==> src/verilog/chp_defines.svh <==
/* sizing macros for the credit history shared pipe: cq and vas counts,
   field widths and the scan period defaults */
`ifndef CHP_DEFINES_SVH
`define CHP_DEFINES_SVH

// load-balanced cq population and index width
`define CHP_NUM_LB_CQ         64
`define CHP_NUM_LB_CQB2       6

// vas credit pool
`define CHP_NUM_VAS           32
`define CHP_VASB2             5

// credit count and threshold field widths
`define CHP_COUNT_W           15
`define CHP_THRSH_W           15

// scan counter width and period decode
`define CHP_PERIOD_W          16
`define CHP_PERIOD_DEFAULT    64

// period fields below this value fall back to the default period
`define CHP_PERIOD_MIN_SHIFT  7

`endif
==> src/verilog/chp_credit_pkg.sv <==
/* credit and threshold types: count word, threshold word, write port
   and the stage-1 scan struct */
`default_nettype none
`include "chp_defines.svh"

package chp_credit_pkg;

  typedef struct packed {
    logic [`CHP_COUNT_W-1:0]    count;
  } credit_count_t;

  // parity[0] covers on_thrsh, parity[1] covers off_thrsh, both odd
  typedef struct packed {
    logic [1:0]                 parity;
    logic [`CHP_THRSH_W-1:0]    off_thrsh;
    logic [`CHP_THRSH_W-1:0]    on_thrsh;
  } cq_thrsh_t;

  typedef struct packed {
    logic                       we;
    logic [`CHP_VASB2-1:0]      addr;
    credit_count_t              data;
  } credit_wr_t;

  // ------------------------------------------------------------------------
  // scan pipeline
  // ------------------------------------------------------------------------

  typedef struct packed {
    logic                       valid;
    logic [`CHP_NUM_LB_CQB2-1:0] cq;
    logic [`CHP_VASB2-1:0]      vas;
    logic                       parity;
  } scan_p1_t;

endpackage

`default_nettype wire

==> src/verilog/chp_cfg_pkg.sv <==
/* configuration types: decoded load-balance control and the cq2vas table */
`default_nettype none
`include "chp_defines.svh"

package chp_cfg_pkg;

  // ------------------------------------------------------------------------
  // load-balance control
  // ------------------------------------------------------------------------

  // period holds the expanded value, not the raw shift field
  typedef struct packed {
    logic                       enable;
    logic [`CHP_PERIOD_W-1:0]   period;
  } palb_ctrl_t;

  // ------------------------------------------------------------------------
  // cq to vas mapping
  // ------------------------------------------------------------------------

  // parity is odd over the vas number and itself
  typedef struct packed {
    logic                       parity;
    logic [`CHP_VASB2-1:0]      vas;
  } cq2vas_entry_t;

  // entry n sits at bits n*6 +: 6
  typedef cq2vas_entry_t [`CHP_NUM_LB_CQ-1:0] cq2vas_table_t;

endpackage

`default_nettype wire

==> src/verilog/chp_shared_pipe.sv <==
/* shared pipe top: scan controller, cq2vas lookup, credit store and
   on/off evaluation wired together */
`timescale 1ns/1ns
`default_nettype none
`include "chp_defines.svh"

module chp_shared_pipe (
  input  logic                          hqm_gated_clk,
  input  logic                          hqm_gated_rst_b,
  input  logic                          reset_done,
  input  logic [31:0]                   palb_ctrl_reg,
  input  chp_cfg_pkg::cq2vas_table_t    cq2vas_cfg,
  input  chp_credit_pkg::credit_wr_t    enq_wr,
  input  chp_credit_pkg::credit_wr_t    sch_wr,
  input  logic [`CHP_VASB2-1:0]         enq_raddr,
  input  logic [`CHP_VASB2-1:0]         sch_raddr,
  output chp_credit_pkg::credit_count_t enq_rdata,
  output chp_credit_pkg::credit_count_t sch_rdata,
  output logic                          thrsh_re,
  output logic [`CHP_NUM_LB_CQB2-1:0]   thrsh_addr,
  input  chp_credit_pkg::cq_thrsh_t     thrsh_rdata,
  output logic [`CHP_NUM_LB_CQ-1:0]     cq_off,
  output logic                          sharepipe_error
);

  import chp_credit_pkg::*;

  logic                         palb_en;
  logic                         scan_v;
  logic [`CHP_NUM_LB_CQB2-1:0]  scan_cq;
  logic                         coll_err;
  logic                         vas_par_err;
  logic                         thrsh_par_err;
  scan_p1_t                     scan_p1;
  credit_count_t                scan_credit;

  cq_scan_ctrl i_cq_scan_ctrl (
    .hqm_gated_clk   (hqm_gated_clk),
    .hqm_gated_rst_b (hqm_gated_rst_b),
    .reset_done      (reset_done),
    .palb_ctrl_reg   (palb_ctrl_reg),
    .coll_err        (coll_err),
    .vas_par_err     (vas_par_err),
    .thrsh_par_err   (thrsh_par_err),
    .palb_en         (palb_en),
    .scan_v          (scan_v),
    .scan_cq         (scan_cq),
    .thrsh_re        (thrsh_re),
    .thrsh_addr      (thrsh_addr),
    .sharepipe_error (sharepipe_error)
  );

  cq_vas_lookup i_cq_vas_lookup (
    .hqm_gated_clk   (hqm_gated_clk),
    .hqm_gated_rst_b (hqm_gated_rst_b),
    .scan_v          (scan_v),
    .scan_cq         (scan_cq),
    .cq2vas_cfg      (cq2vas_cfg),
    .scan_p1         (scan_p1),
    .vas_par_err     (vas_par_err)
  );

  vas_credit_store i_vas_credit_store (
    .hqm_gated_clk   (hqm_gated_clk),
    .hqm_gated_rst_b (hqm_gated_rst_b),
    .enq_wr          (enq_wr),
    .sch_wr          (sch_wr),
    .enq_raddr       (enq_raddr),
    .sch_raddr       (sch_raddr),
    .scan_p1         (scan_p1),
    .enq_rdata       (enq_rdata),
    .sch_rdata       (sch_rdata),
    .scan_credit     (scan_credit),
    .coll_err        (coll_err)
  );

  cq_onoff_eval i_cq_onoff_eval (
    .hqm_gated_clk   (hqm_gated_clk),
    .hqm_gated_rst_b (hqm_gated_rst_b),
    .palb_en         (palb_en),
    .scan_p1         (scan_p1),
    .thrsh_rdata     (thrsh_rdata),
    .scan_credit     (scan_credit),
    .cq_off          (cq_off),
    .thrsh_par_err   (thrsh_par_err)
  );

endmodule

`default_nettype wire

==> src/verilog/cq_onoff_eval.sv <==
/* stage-2 threshold capture, threshold parity and the cq off-bit
   hysteresis update */
`timescale 1ns/1ns
`default_nettype none
`include "chp_defines.svh"

module cq_onoff_eval (
  input  logic                          hqm_gated_clk,
  input  logic                          hqm_gated_rst_b,
  input  logic                          palb_en,
  input  chp_credit_pkg::scan_p1_t      scan_p1,
  input  chp_credit_pkg::cq_thrsh_t     thrsh_rdata,
  input  chp_credit_pkg::credit_count_t scan_credit,
  output logic [`CHP_NUM_LB_CQ-1:0]     cq_off,
  output logic                          thrsh_par_err
);

  import chp_credit_pkg::*;

  logic                         p2_v_f;
  logic [`CHP_NUM_LB_CQB2-1:0]  p2_cq_f;
  cq_thrsh_t                    p2_thrsh_f;
  logic [1:0]                   par_bad;
  logic                         force_on;
  logic                         go_off;
  logic                         go_on;
  logic [`CHP_NUM_LB_CQ-1:0]    cq_off_nxt;
  logic [`CHP_NUM_LB_CQ-1:0]    cq_off_f;

  // ------------------------------------------------------------------------
  // stage 2 capture
  // ------------------------------------------------------------------------
  always_ff @(posedge hqm_gated_clk or negedge hqm_gated_rst_b) begin
    if (!hqm_gated_rst_b) begin
      p2_v_f <= 1'b0;
    end else begin
      p2_v_f <= scan_p1.valid;
    end
  end

  // memory data arrives the cycle after the read, together with stage 1
  always_ff @(posedge hqm_gated_clk) begin
    if (scan_p1.valid) begin
      p2_cq_f    <= scan_p1.cq;
      p2_thrsh_f <= thrsh_rdata;
    end
  end

  assign par_bad[0]    = ~(^{p2_thrsh_f.parity[0], p2_thrsh_f.on_thrsh});
  assign par_bad[1]    = ~(^{p2_thrsh_f.parity[1], p2_thrsh_f.off_thrsh});
  assign thrsh_par_err = p2_v_f & (|par_bad);

  // ------------------------------------------------------------------------
  // hysteresis compare
  // ------------------------------------------------------------------------

  // degenerate thresholds or an empty pool keep the cq on
  assign force_on = (p2_thrsh_f.on_thrsh == p2_thrsh_f.off_thrsh) |
                    (p2_thrsh_f.on_thrsh == '0) |
                    (p2_thrsh_f.off_thrsh == '0) |
                    (scan_credit.count == '0);
  assign go_off   = (scan_credit.count > p2_thrsh_f.off_thrsh);
  assign go_on    = (scan_credit.count <= p2_thrsh_f.on_thrsh);

  always_comb begin
    cq_off_nxt = cq_off_f;
    if (!palb_en) begin
      cq_off_nxt = '0;
    end else if (p2_v_f) begin
      if (force_on) begin
        cq_off_nxt[p2_cq_f] = 1'b0;
      end else if (cq_off_f[p2_cq_f]) begin
        cq_off_nxt[p2_cq_f] = ~go_on;
      end else begin
        cq_off_nxt[p2_cq_f] = go_off;
      end
    end
  end

  always_ff @(posedge hqm_gated_clk or negedge hqm_gated_rst_b) begin
    if (!hqm_gated_rst_b) begin
      cq_off_f <= '0;
    end else begin
      cq_off_f <= cq_off_nxt;
    end
  end

  assign cq_off = cq_off_f;

  // stage 2 is only ever fed by a valid lookup one cycle earlier
  a_p2_follows_p1 : assert property (
    @(posedge hqm_gated_clk) disable iff (!hqm_gated_rst_b)
    p2_v_f |-> $past(scan_p1.valid)
  );

endmodule

`default_nettype wire

==> src/verilog/vas_credit_store.sv <==
/* vas credit count store: two write ports with collision drop,
   two combinational read ports and the stage-2 scan read */
`timescale 1ns/1ns
`default_nettype none
`include "chp_defines.svh"

module vas_credit_store (
  input  logic                          hqm_gated_clk,
  input  logic                          hqm_gated_rst_b,
  input  chp_credit_pkg::credit_wr_t    enq_wr,
  input  chp_credit_pkg::credit_wr_t    sch_wr,
  input  logic [`CHP_VASB2-1:0]         enq_raddr,
  input  logic [`CHP_VASB2-1:0]         sch_raddr,
  input  chp_credit_pkg::scan_p1_t      scan_p1,
  output chp_credit_pkg::credit_count_t enq_rdata,
  output chp_credit_pkg::credit_count_t sch_rdata,
  output chp_credit_pkg::credit_count_t scan_credit,
  output logic                          coll_err
);

  import chp_credit_pkg::*;

  credit_count_t  cnt_f [`CHP_NUM_VAS];
  logic           same_addr;
  logic           enq_wr_en;
  logic           sch_wr_en;

  // ------------------------------------------------------------------------
  // write ports
  // ------------------------------------------------------------------------

  // same-address writes in one cycle are both lost and flagged
  assign same_addr = (enq_wr.addr == sch_wr.addr);
  assign coll_err  = enq_wr.we & sch_wr.we & same_addr;
  assign enq_wr_en = enq_wr.we & ~coll_err;
  assign sch_wr_en = sch_wr.we & ~coll_err;

  always_ff @(posedge hqm_gated_clk or negedge hqm_gated_rst_b) begin
    if (!hqm_gated_rst_b) begin
      for (int i = 0; i < `CHP_NUM_VAS; i++) begin
        cnt_f[i] <= '0;
      end
    end else begin
      if (enq_wr_en) begin
        cnt_f[enq_wr.addr] <= enq_wr.data;
      end
      if (sch_wr_en) begin
        cnt_f[sch_wr.addr] <= sch_wr.data;
      end
    end
  end

  // ------------------------------------------------------------------------
  // read ports
  // ------------------------------------------------------------------------
  assign enq_rdata = cnt_f[enq_raddr];
  assign sch_rdata = cnt_f[sch_raddr];

  // count sampled for the scanned cq, lines up with the threshold word
  always_ff @(posedge hqm_gated_clk) begin
    if (scan_p1.valid) begin
      scan_credit <= cnt_f[scan_p1.vas];
    end
  end

endmodule

`default_nettype wire

==> src/verilog/cq_vas_lookup.sv <==
/* stage-1 cq2vas lookup with its odd parity check */
`timescale 1ns/1ns
`default_nettype none
`include "chp_defines.svh"

module cq_vas_lookup (
  input  logic                          hqm_gated_clk,
  input  logic                          hqm_gated_rst_b,
  input  logic                          scan_v,
  input  logic [`CHP_NUM_LB_CQB2-1:0]   scan_cq,
  input  chp_cfg_pkg::cq2vas_table_t    cq2vas_cfg,
  output chp_credit_pkg::scan_p1_t      scan_p1,
  output logic                          vas_par_err
);

  import chp_cfg_pkg::*;

  cq2vas_entry_t                entry_sel;
  cq2vas_entry_t                p1_entry_f;
  logic                         p1_v_f;
  logic [`CHP_NUM_LB_CQB2-1:0]  p1_cq_f;

  assign entry_sel = cq2vas_cfg[scan_cq];

  always_ff @(posedge hqm_gated_clk or negedge hqm_gated_rst_b) begin
    if (!hqm_gated_rst_b) begin
      p1_v_f <= 1'b0;
    end else begin
      p1_v_f <= scan_v;
    end
  end

  always_ff @(posedge hqm_gated_clk) begin
    if (scan_v) begin
      p1_cq_f    <= scan_cq;
      p1_entry_f <= entry_sel;
    end
  end

  assign scan_p1.valid  = p1_v_f;
  assign scan_p1.cq     = p1_cq_f;
  assign scan_p1.vas    = p1_entry_f.vas;
  assign scan_p1.parity = p1_entry_f.parity;

  // good entries xor to one over the vas number and the parity bit
  assign vas_par_err = p1_v_f & ~(^{p1_entry_f.parity, p1_entry_f.vas});

endmodule

`default_nettype wire

==> src/verilog/cq_scan_ctrl.sv <==
/* scan controller: palb decode, scan counter, threshold read issue
   and the registered error summary */
`timescale 1ns/1ns
`default_nettype none
`include "chp_defines.svh"

module cq_scan_ctrl (
  input  logic                          hqm_gated_clk,
  input  logic                          hqm_gated_rst_b,
  input  logic                          reset_done,
  input  logic [31:0]                   palb_ctrl_reg,
  input  logic                          coll_err,
  input  logic                          vas_par_err,
  input  logic                          thrsh_par_err,
  output logic                          palb_en,
  output logic                          scan_v,
  output logic [`CHP_NUM_LB_CQB2-1:0]   scan_cq,
  output logic                          thrsh_re,
  output logic [`CHP_NUM_LB_CQB2-1:0]   thrsh_addr,
  output logic                          sharepipe_error
);

  import chp_cfg_pkg::*;

  localparam logic [`CHP_PERIOD_W-1:0] PERIOD_DFLT = `CHP_PERIOD_DEFAULT;
  localparam logic [`CHP_PERIOD_W-1:0] NUM_CQ      = `CHP_NUM_LB_CQ;

  palb_ctrl_t                 palb_nxt;
  palb_ctrl_t                 palb_f;
  logic [3:0]                 period_fld;
  logic                       period_chg;
  logic                       scan_run;
  logic                       scan_hit;
  logic [`CHP_PERIOD_W-1:0]   scan_ctr_nxt;
  logic [`CHP_PERIOD_W-1:0]   scan_ctr_f;
  logic                       err_nxt;
  logic                       err_f;

  // ------------------------------------------------------------------------
  // palb control decode
  // ------------------------------------------------------------------------
  always_comb begin
    period_fld      = palb_ctrl_reg[3:0];
    palb_nxt.enable = palb_ctrl_reg[31];
    palb_nxt.period = PERIOD_DFLT;
    if (period_fld >= `CHP_PERIOD_MIN_SHIFT) begin
      palb_nxt.period             = '0;
      palb_nxt.period[period_fld] = 1'b1;
    end
  end

  // ------------------------------------------------------------------------
  // scan counter
  // ------------------------------------------------------------------------
  assign period_chg = (palb_nxt.period != palb_f.period);
  assign scan_run   = reset_done & palb_f.enable;

  // restart the walk on a new period so the first 64 counts always scan
  always_comb begin
    scan_ctr_nxt = scan_ctr_f;
    if (scan_run) begin
      if (period_chg || (scan_ctr_f >= palb_f.period)) begin
        scan_ctr_nxt = '0;
      end else begin
        scan_ctr_nxt = scan_ctr_f + 1'b1;
      end
    end
  end

  // one scan and one threshold read per cq at the head of each period
  assign scan_hit   = scan_run & (scan_ctr_f < NUM_CQ);
  assign scan_v     = scan_hit;
  assign scan_cq    = scan_ctr_f[`CHP_NUM_LB_CQB2-1:0];
  assign thrsh_re   = scan_hit;
  assign thrsh_addr = scan_ctr_f[`CHP_NUM_LB_CQB2-1:0];

  assign palb_en = palb_f.enable;

  assign err_nxt         = coll_err | vas_par_err | thrsh_par_err;
  assign sharepipe_error = err_f;

  always_ff @(posedge hqm_gated_clk or negedge hqm_gated_rst_b) begin
    if (!hqm_gated_rst_b) begin
      palb_f     <= '0;
      scan_ctr_f <= '0;
      err_f      <= 1'b0;
    end else begin
      palb_f     <= palb_nxt;
      scan_ctr_f <= scan_ctr_nxt;
      err_f      <= err_nxt;
    end
  end

  // a read may only start after the raw enable bit was loaded on the prior edge
  a_thrsh_re_needs_en : assert property (
    @(posedge hqm_gated_clk) disable iff (!hqm_gated_rst_b)
    $rose(thrsh_re) |-> $past(palb_ctrl_reg[31])
  );

endmodule

`default_nettype wire

==> config.mk <==
export PLATFORM = sky130hd
export DESIGN_NAME = chp_shared_pipe
export DESIGN_NICKNAME = d
export VERILOG_FILES = /design/src/verilog/chp_credit_pkg.sv /design/src/verilog/chp_cfg_pkg.sv /design/src/verilog/chp_shared_pipe.sv /design/src/verilog/cq_onoff_eval.sv /design/src/verilog/vas_credit_store.sv /design/src/verilog/cq_vas_lookup.sv /design/src/verilog/cq_scan_ctrl.sv
export VERILOG_INCLUDE_DIRS = /design/src /design/src/verilog
export SDC_FILE = /design/constraint.sdc
export NUM_CORES = 2
export LEC_CHECK = 0
export BUFFER_PORTS_ARGS = -buffer_cell sky130_fd_sc_hd__buf_2
export CORE_ASPECT_RATIO = 1.25
export CORE_UTILIZATION = 30
export CTS_CLUSTER_DIAMETER = 40
export DETAILED_ROUTE_END_ITERATION = 12
export PLACE_DENSITY = 0.49
export SLEW_MARGIN = 10
export SYNTH_ARGS = -nofsm -noshare
export SYNTH_HDL_FRONTEND = slang
export SYNTH_HIERARCHICAL = 1
export SYNTH_SLANG_ARGS = --single-unit
==> constraint.sdc <==
create_clock -name hqm_gated_clk -period 3 [get_ports hqm_gated_clk]
set_clock_uncertainty 0.1 [all_clocks]
set_input_delay 0.15 -clock hqm_gated_clk [delete_from_list [all_inputs] [get_ports hqm_gated_clk]]
set_output_delay 0.15 -clock hqm_gated_clk [all_outputs]
set_load 0.02 [all_outputs]
==> results_dict.tcl <==
set metrics [dict create \
    outcome "completed" \
    synthFlopType "sky130_fd_sc_hd__dfrtp_1" \
    vdd_ir_drop_max_mv 0.484 \
    die_h_um 447 \
    measured_slew_at_the_worst_slew_check_pin_ps 1180 \
    power.switching_mw 11.6 \
    yosys_register_bits 645 \
    muxShareOfSynthArea_pct 26.6 \
    cts-buffers-inserted 114 \
    cts_root_buf "sky130_fd_sc_hd__clkbuf_16" \
    crit_end "sch_rdata[7]" \
    clkTransAtPathRegs_ps 60 \
    cp_num_buf_inv 1 \
    post-dp-hpwl_um 158000 \
    critPathMaxFanout 4 \
    routability_cong 0.992 \
    drt_drc_violations_left 0 \
    critPathLaunch "i_vas_credit_store/cnt_f[142]$_DFF_PN0_" \
    static_leakage_nw 23.4 \
    firstDrtPassIters 8 \
    power_density_nw_per_um2 612 \
    grt_busiest_layer "met2" \
    synthDistinctLibCells 73 \
    clock_insertion_delay_at_the_later_pin_of_the_skew_report_ps 770 \
    antenna_violations_before_repair 30 \
    grtUsageTotal_pct 28.5 \
    reg2regPathDepth 6 \
    cp.required_ps 2750 \
    crit_chain "mux4_2 -> mux2_2 -> a211oi_1 -> a21oi_1 -> buf_2" \
    worst-path-stages 5 \
    detail_routed_net_length_per_standard_cell_um 30.3 \
    gr-usage-met2_pct 45.5 \
    port_buffers 577 \
    regToRegEndpoint "i_vas_credit_store/scan_credit[14]$_DFFE_PP_" \
    ports_placed_on_the_boundary 605 \
    clock_path_buffers 3 \
    critical-path-max-stage-delay_ps 480 \
    design.final.nets 6090 \
    routed_via_density 6.05 \
    number_of_synthesis_warnings 6 \
    cts_tree "built" \
    clock_sinks 645 \
    synth-edff-count 65 \
    synth_simple_gate_area_share_pct 13.3 \
    grt_ovf 0 \
    synthesized_cell_area_um2 47600 \
    synthXorXnorAreaFrac_pct 0.956 \
    timing_hold_violations_final 0 \
    power_frac_clock_pct 39.1 \
    drive_gt1_share_pct 31.0 \
    async_reset_ff_share_pct 89.9 \
    hold_path_class "in2reg" \
    placement_rows 163 \
    power_frac_seq_pct 34.2 \
    slew_viol_final 0 \
    synth_fa_ha_area_share_pct 1.60 \
    placedInstanceArea_um2 54400 \
    h_tree_level_count 3 \
    cp_data_arrival_time_ps 2730 \
    synthToLayoutAreaGrowth_pct 25.2 \
    max_cap_violations 0 \
    final_min_period_over_clock_period_pct 99.3 \
    synth_seq_area_share_pct 34.6 \
    critPathLaunchType "flop" \
    grt.met3_usage_pct 6.29 \
    leading_cell_types_in_the_layout_fill_and_taps_excluded "729 x sky130_fd_sc_hd__nor2_1, 575 x sky130_fd_sc_hd__dfrtp_1, 565 x sky130_fd_sc_hd__buf_2" \
    netSwitchingFraction_pct 31.8 \
    ff2ff_setup_slack_ps 90 \
    largest_family_of_logic_cells_by_synthesized_area "multiplexers" \
    drt_iter0_drc 5325 \
    post-route-min-period_ps 2980 \
    detail-route-antenna-nets 0 \
    synth_compound_area_share_pct 17.3 \
    comb_power_share_pct 26.6 \
    grt_pass1_wl_um 331000 \
    report.final.setup_viol 0 \
    type_of_the_setup_path_with_the_least_slack "reg2out" \
    p_int_mw 24.9 \
    power_mw 36.5 \
    reg2reg_from "i_cq_vas_lookup/scan_p1[2]$_DFFE_PP_" \
    fmax_mhz 336 \
    route.vias.total 46547 \
    path_delay_family "multiplexers" \
    layout_commonest_cell "sky130_fd_sc_hd__nor2_1" \
    grt_max_degree 78 \
    timing.hold.worst_path_depth 2 \
    start_util_pct 30.2 \
    slew_headroom_pct 21.5 \
    drt_wl_total_um 233000 \
    post_layout_instance_area_um2 59600 \
    die_area_um2 160000 \
    unrepaired_setup_endpoints_after_global_routing "yes" \
    syn_area_per_cell_um2 9.56 \
    crit_path_top_delay_cell "sky130_fd_sc_hd__mux4_2" \
    die-width_um 358 \
    gr-usage-met1_pct 35.6 \
    setup.worst_path.end_class "primary output" \
    synth_cells 4981 \
    number_of_global_route_vias_before_repair 45198 \
    core_area_um2 158000 \
]
==> worst reg2reg max path, cell delays in order (launching register included) <==
cell and delay, ps:
sky130_fd_sc_hd__edfxtp_1 370, sky130_fd_sc_hd__buf_12 220, sky130_fd_sc_hd__buf_12 280, sky130_fd_sc_hd__mux4_2 620
sky130_fd_sc_hd__mux2_2 270, sky130_fd_sc_hd__a211oi_1 650, sky130_fd_sc_hd__a21oi_1 110
==> metrics by stage <==
step / setup TNS [ps] / instances / utilization [%] / worst slack (ps) / hold WS, ps
5_1_grt: -74.7 / 7691 / 37.8 / -30.7 / 28.1
6_report: 0 / 7696 / 37.8 / 20.9 / 30.5
3_3_place_gp: 0 / 7386 / 34.5 / 108 / 99.8
4_1_cts: -29.1 / 7681 / 37.7 / -29.1 / 0.821
3_5_place_dp: 0 / 7386 / 34.5 / 109 / 91.1
2_1_floorplan: 0 / 4986 / - / 388 / -246
==> metal layers <==
layer,share of wire [%],routed length (µm),vias up
met5,0.057,133,-
met2,46,108000,2873
met3,9.5,22200,646
met4,6.3,14700,22
met1,38,87900,23227
li1,-,-,19779
==> synth_stat cells, drive strengths merged (25+ instances only) <==
library cell	count	share of area, %
nor2	730	5.8
o21ai	627	6.6
dfrtp	580	30
nand2	564	4.4
a31oi	469	6.2
mux4	453	21
clkbuf	356	2.8
buf	193	2.3
mux2i	124	2.6
mux2	108	2.6
nand3	86	0.90
a21oi	72	0.76
edfxtp	65	4.1
inv	65	0.51
o211ai	64	1.0
ha	61	1.6
a211oi	56	0.89
xnor2	34	0.63
nand2b	26	0.34
o22ai	25	0.33
==> cell type report <==
cell class,instances,area [µm²]
well taps,2062,2580
repair buffers,973,7170
inverters,65,244
multi-input cells,3727,29000
fillers,15597,98000
clock buffers,145,3230
diodes,11,27.5
clock inverters,68,928
flip-flops and latches,645,16500
==> worst min-delay path by stage <==
stage,startpoint,endpoint,slack (ps)
floorplan,hqm_gated_rst_b,i_cq_onoff_eval/cq_off[0]$_DFFE_PN0P_,-250
global placement,hqm_gated_rst_b,i_vas_credit_store/cnt_f[55]$_DFF_PN0_,100
detailed placement,hqm_gated_rst_b,i_vas_credit_store/cnt_f[55]$_DFF_PN0_,90
CTS,enq_wr[9],i_vas_credit_store/cnt_f[129]$_DFF_PN0_,0.8
global route,thrsh_rdata[30],i_cq_onoff_eval/p2_thrsh_f[30]$_DFFE_PP_,30
finish,thrsh_rdata[7],i_cq_onoff_eval/p2_thrsh_f[7]$_DFFE_PP_,30
==> what timing repair did <==
action | in CTS | in global routing
hold endpoints to repair | 1090 | 0
setup buffers | 0 | 4
hold buffers | 83 | 0
pin swaps | 3 | 1
endpoints found under the setup margin | 10 | 49
cloned | 0 | 0
resized for setup | 19 | 21
==> state kept, by name, summed over array words and instances, names as in the netlist <==
signal                          count
i_cq_onoff_eval/p2_thrsh_f         32
i_cq_vas_lookup/p1_v_f              1
i_cq_vas_lookup/p1_cq_f             6
i_vas_credit_store/cnt_f          480
i_cq_onoff_eval/cq_off             64
i_cq_scan_ctrl/palb_en              1
i_vas_credit_store/scan_credit     15
i_cq_vas_lookup/scan_p1             6
i_cq_scan_ctrl/palb_f              16
i_cq_onoff_eval/p2_cq_f             6
i_cq_scan_ctrl/sharepipe_error      1
i_cq_scan_ctrl/scan_ctr_f          16
i_cq_onoff_eval/p2_v_f              1
==> power groups by stage <==
stage / combinational [mW] / clock (mW) / sequential (mW)
finish: 9.72 / 14.3 / 12.5
global route: 10.4 / 14.8 / 12.8
CTS: 9.55 / 14.5 / 12.4
detailed placement: 9.39 / 0 / 12.5
global placement: 9.22 / 0 / 12.4
floorplan: 6.37 / 0 / 11.9
==> logic make-up after synthesis <==
| family | count (synthesis) |
|---|---|
| AOI/OAI and AO/OA | 1391 |
| other | 1 |
| DFF | 645 |
| buffers and inverters | 614 |
| and+or+nand+nor | 1532 |
| muxes | 685 |
| xor gates and xnor gates | 52 |
| adders and majority gates | 61 |
Note: power is estimated with default switching activity, not from simulation.
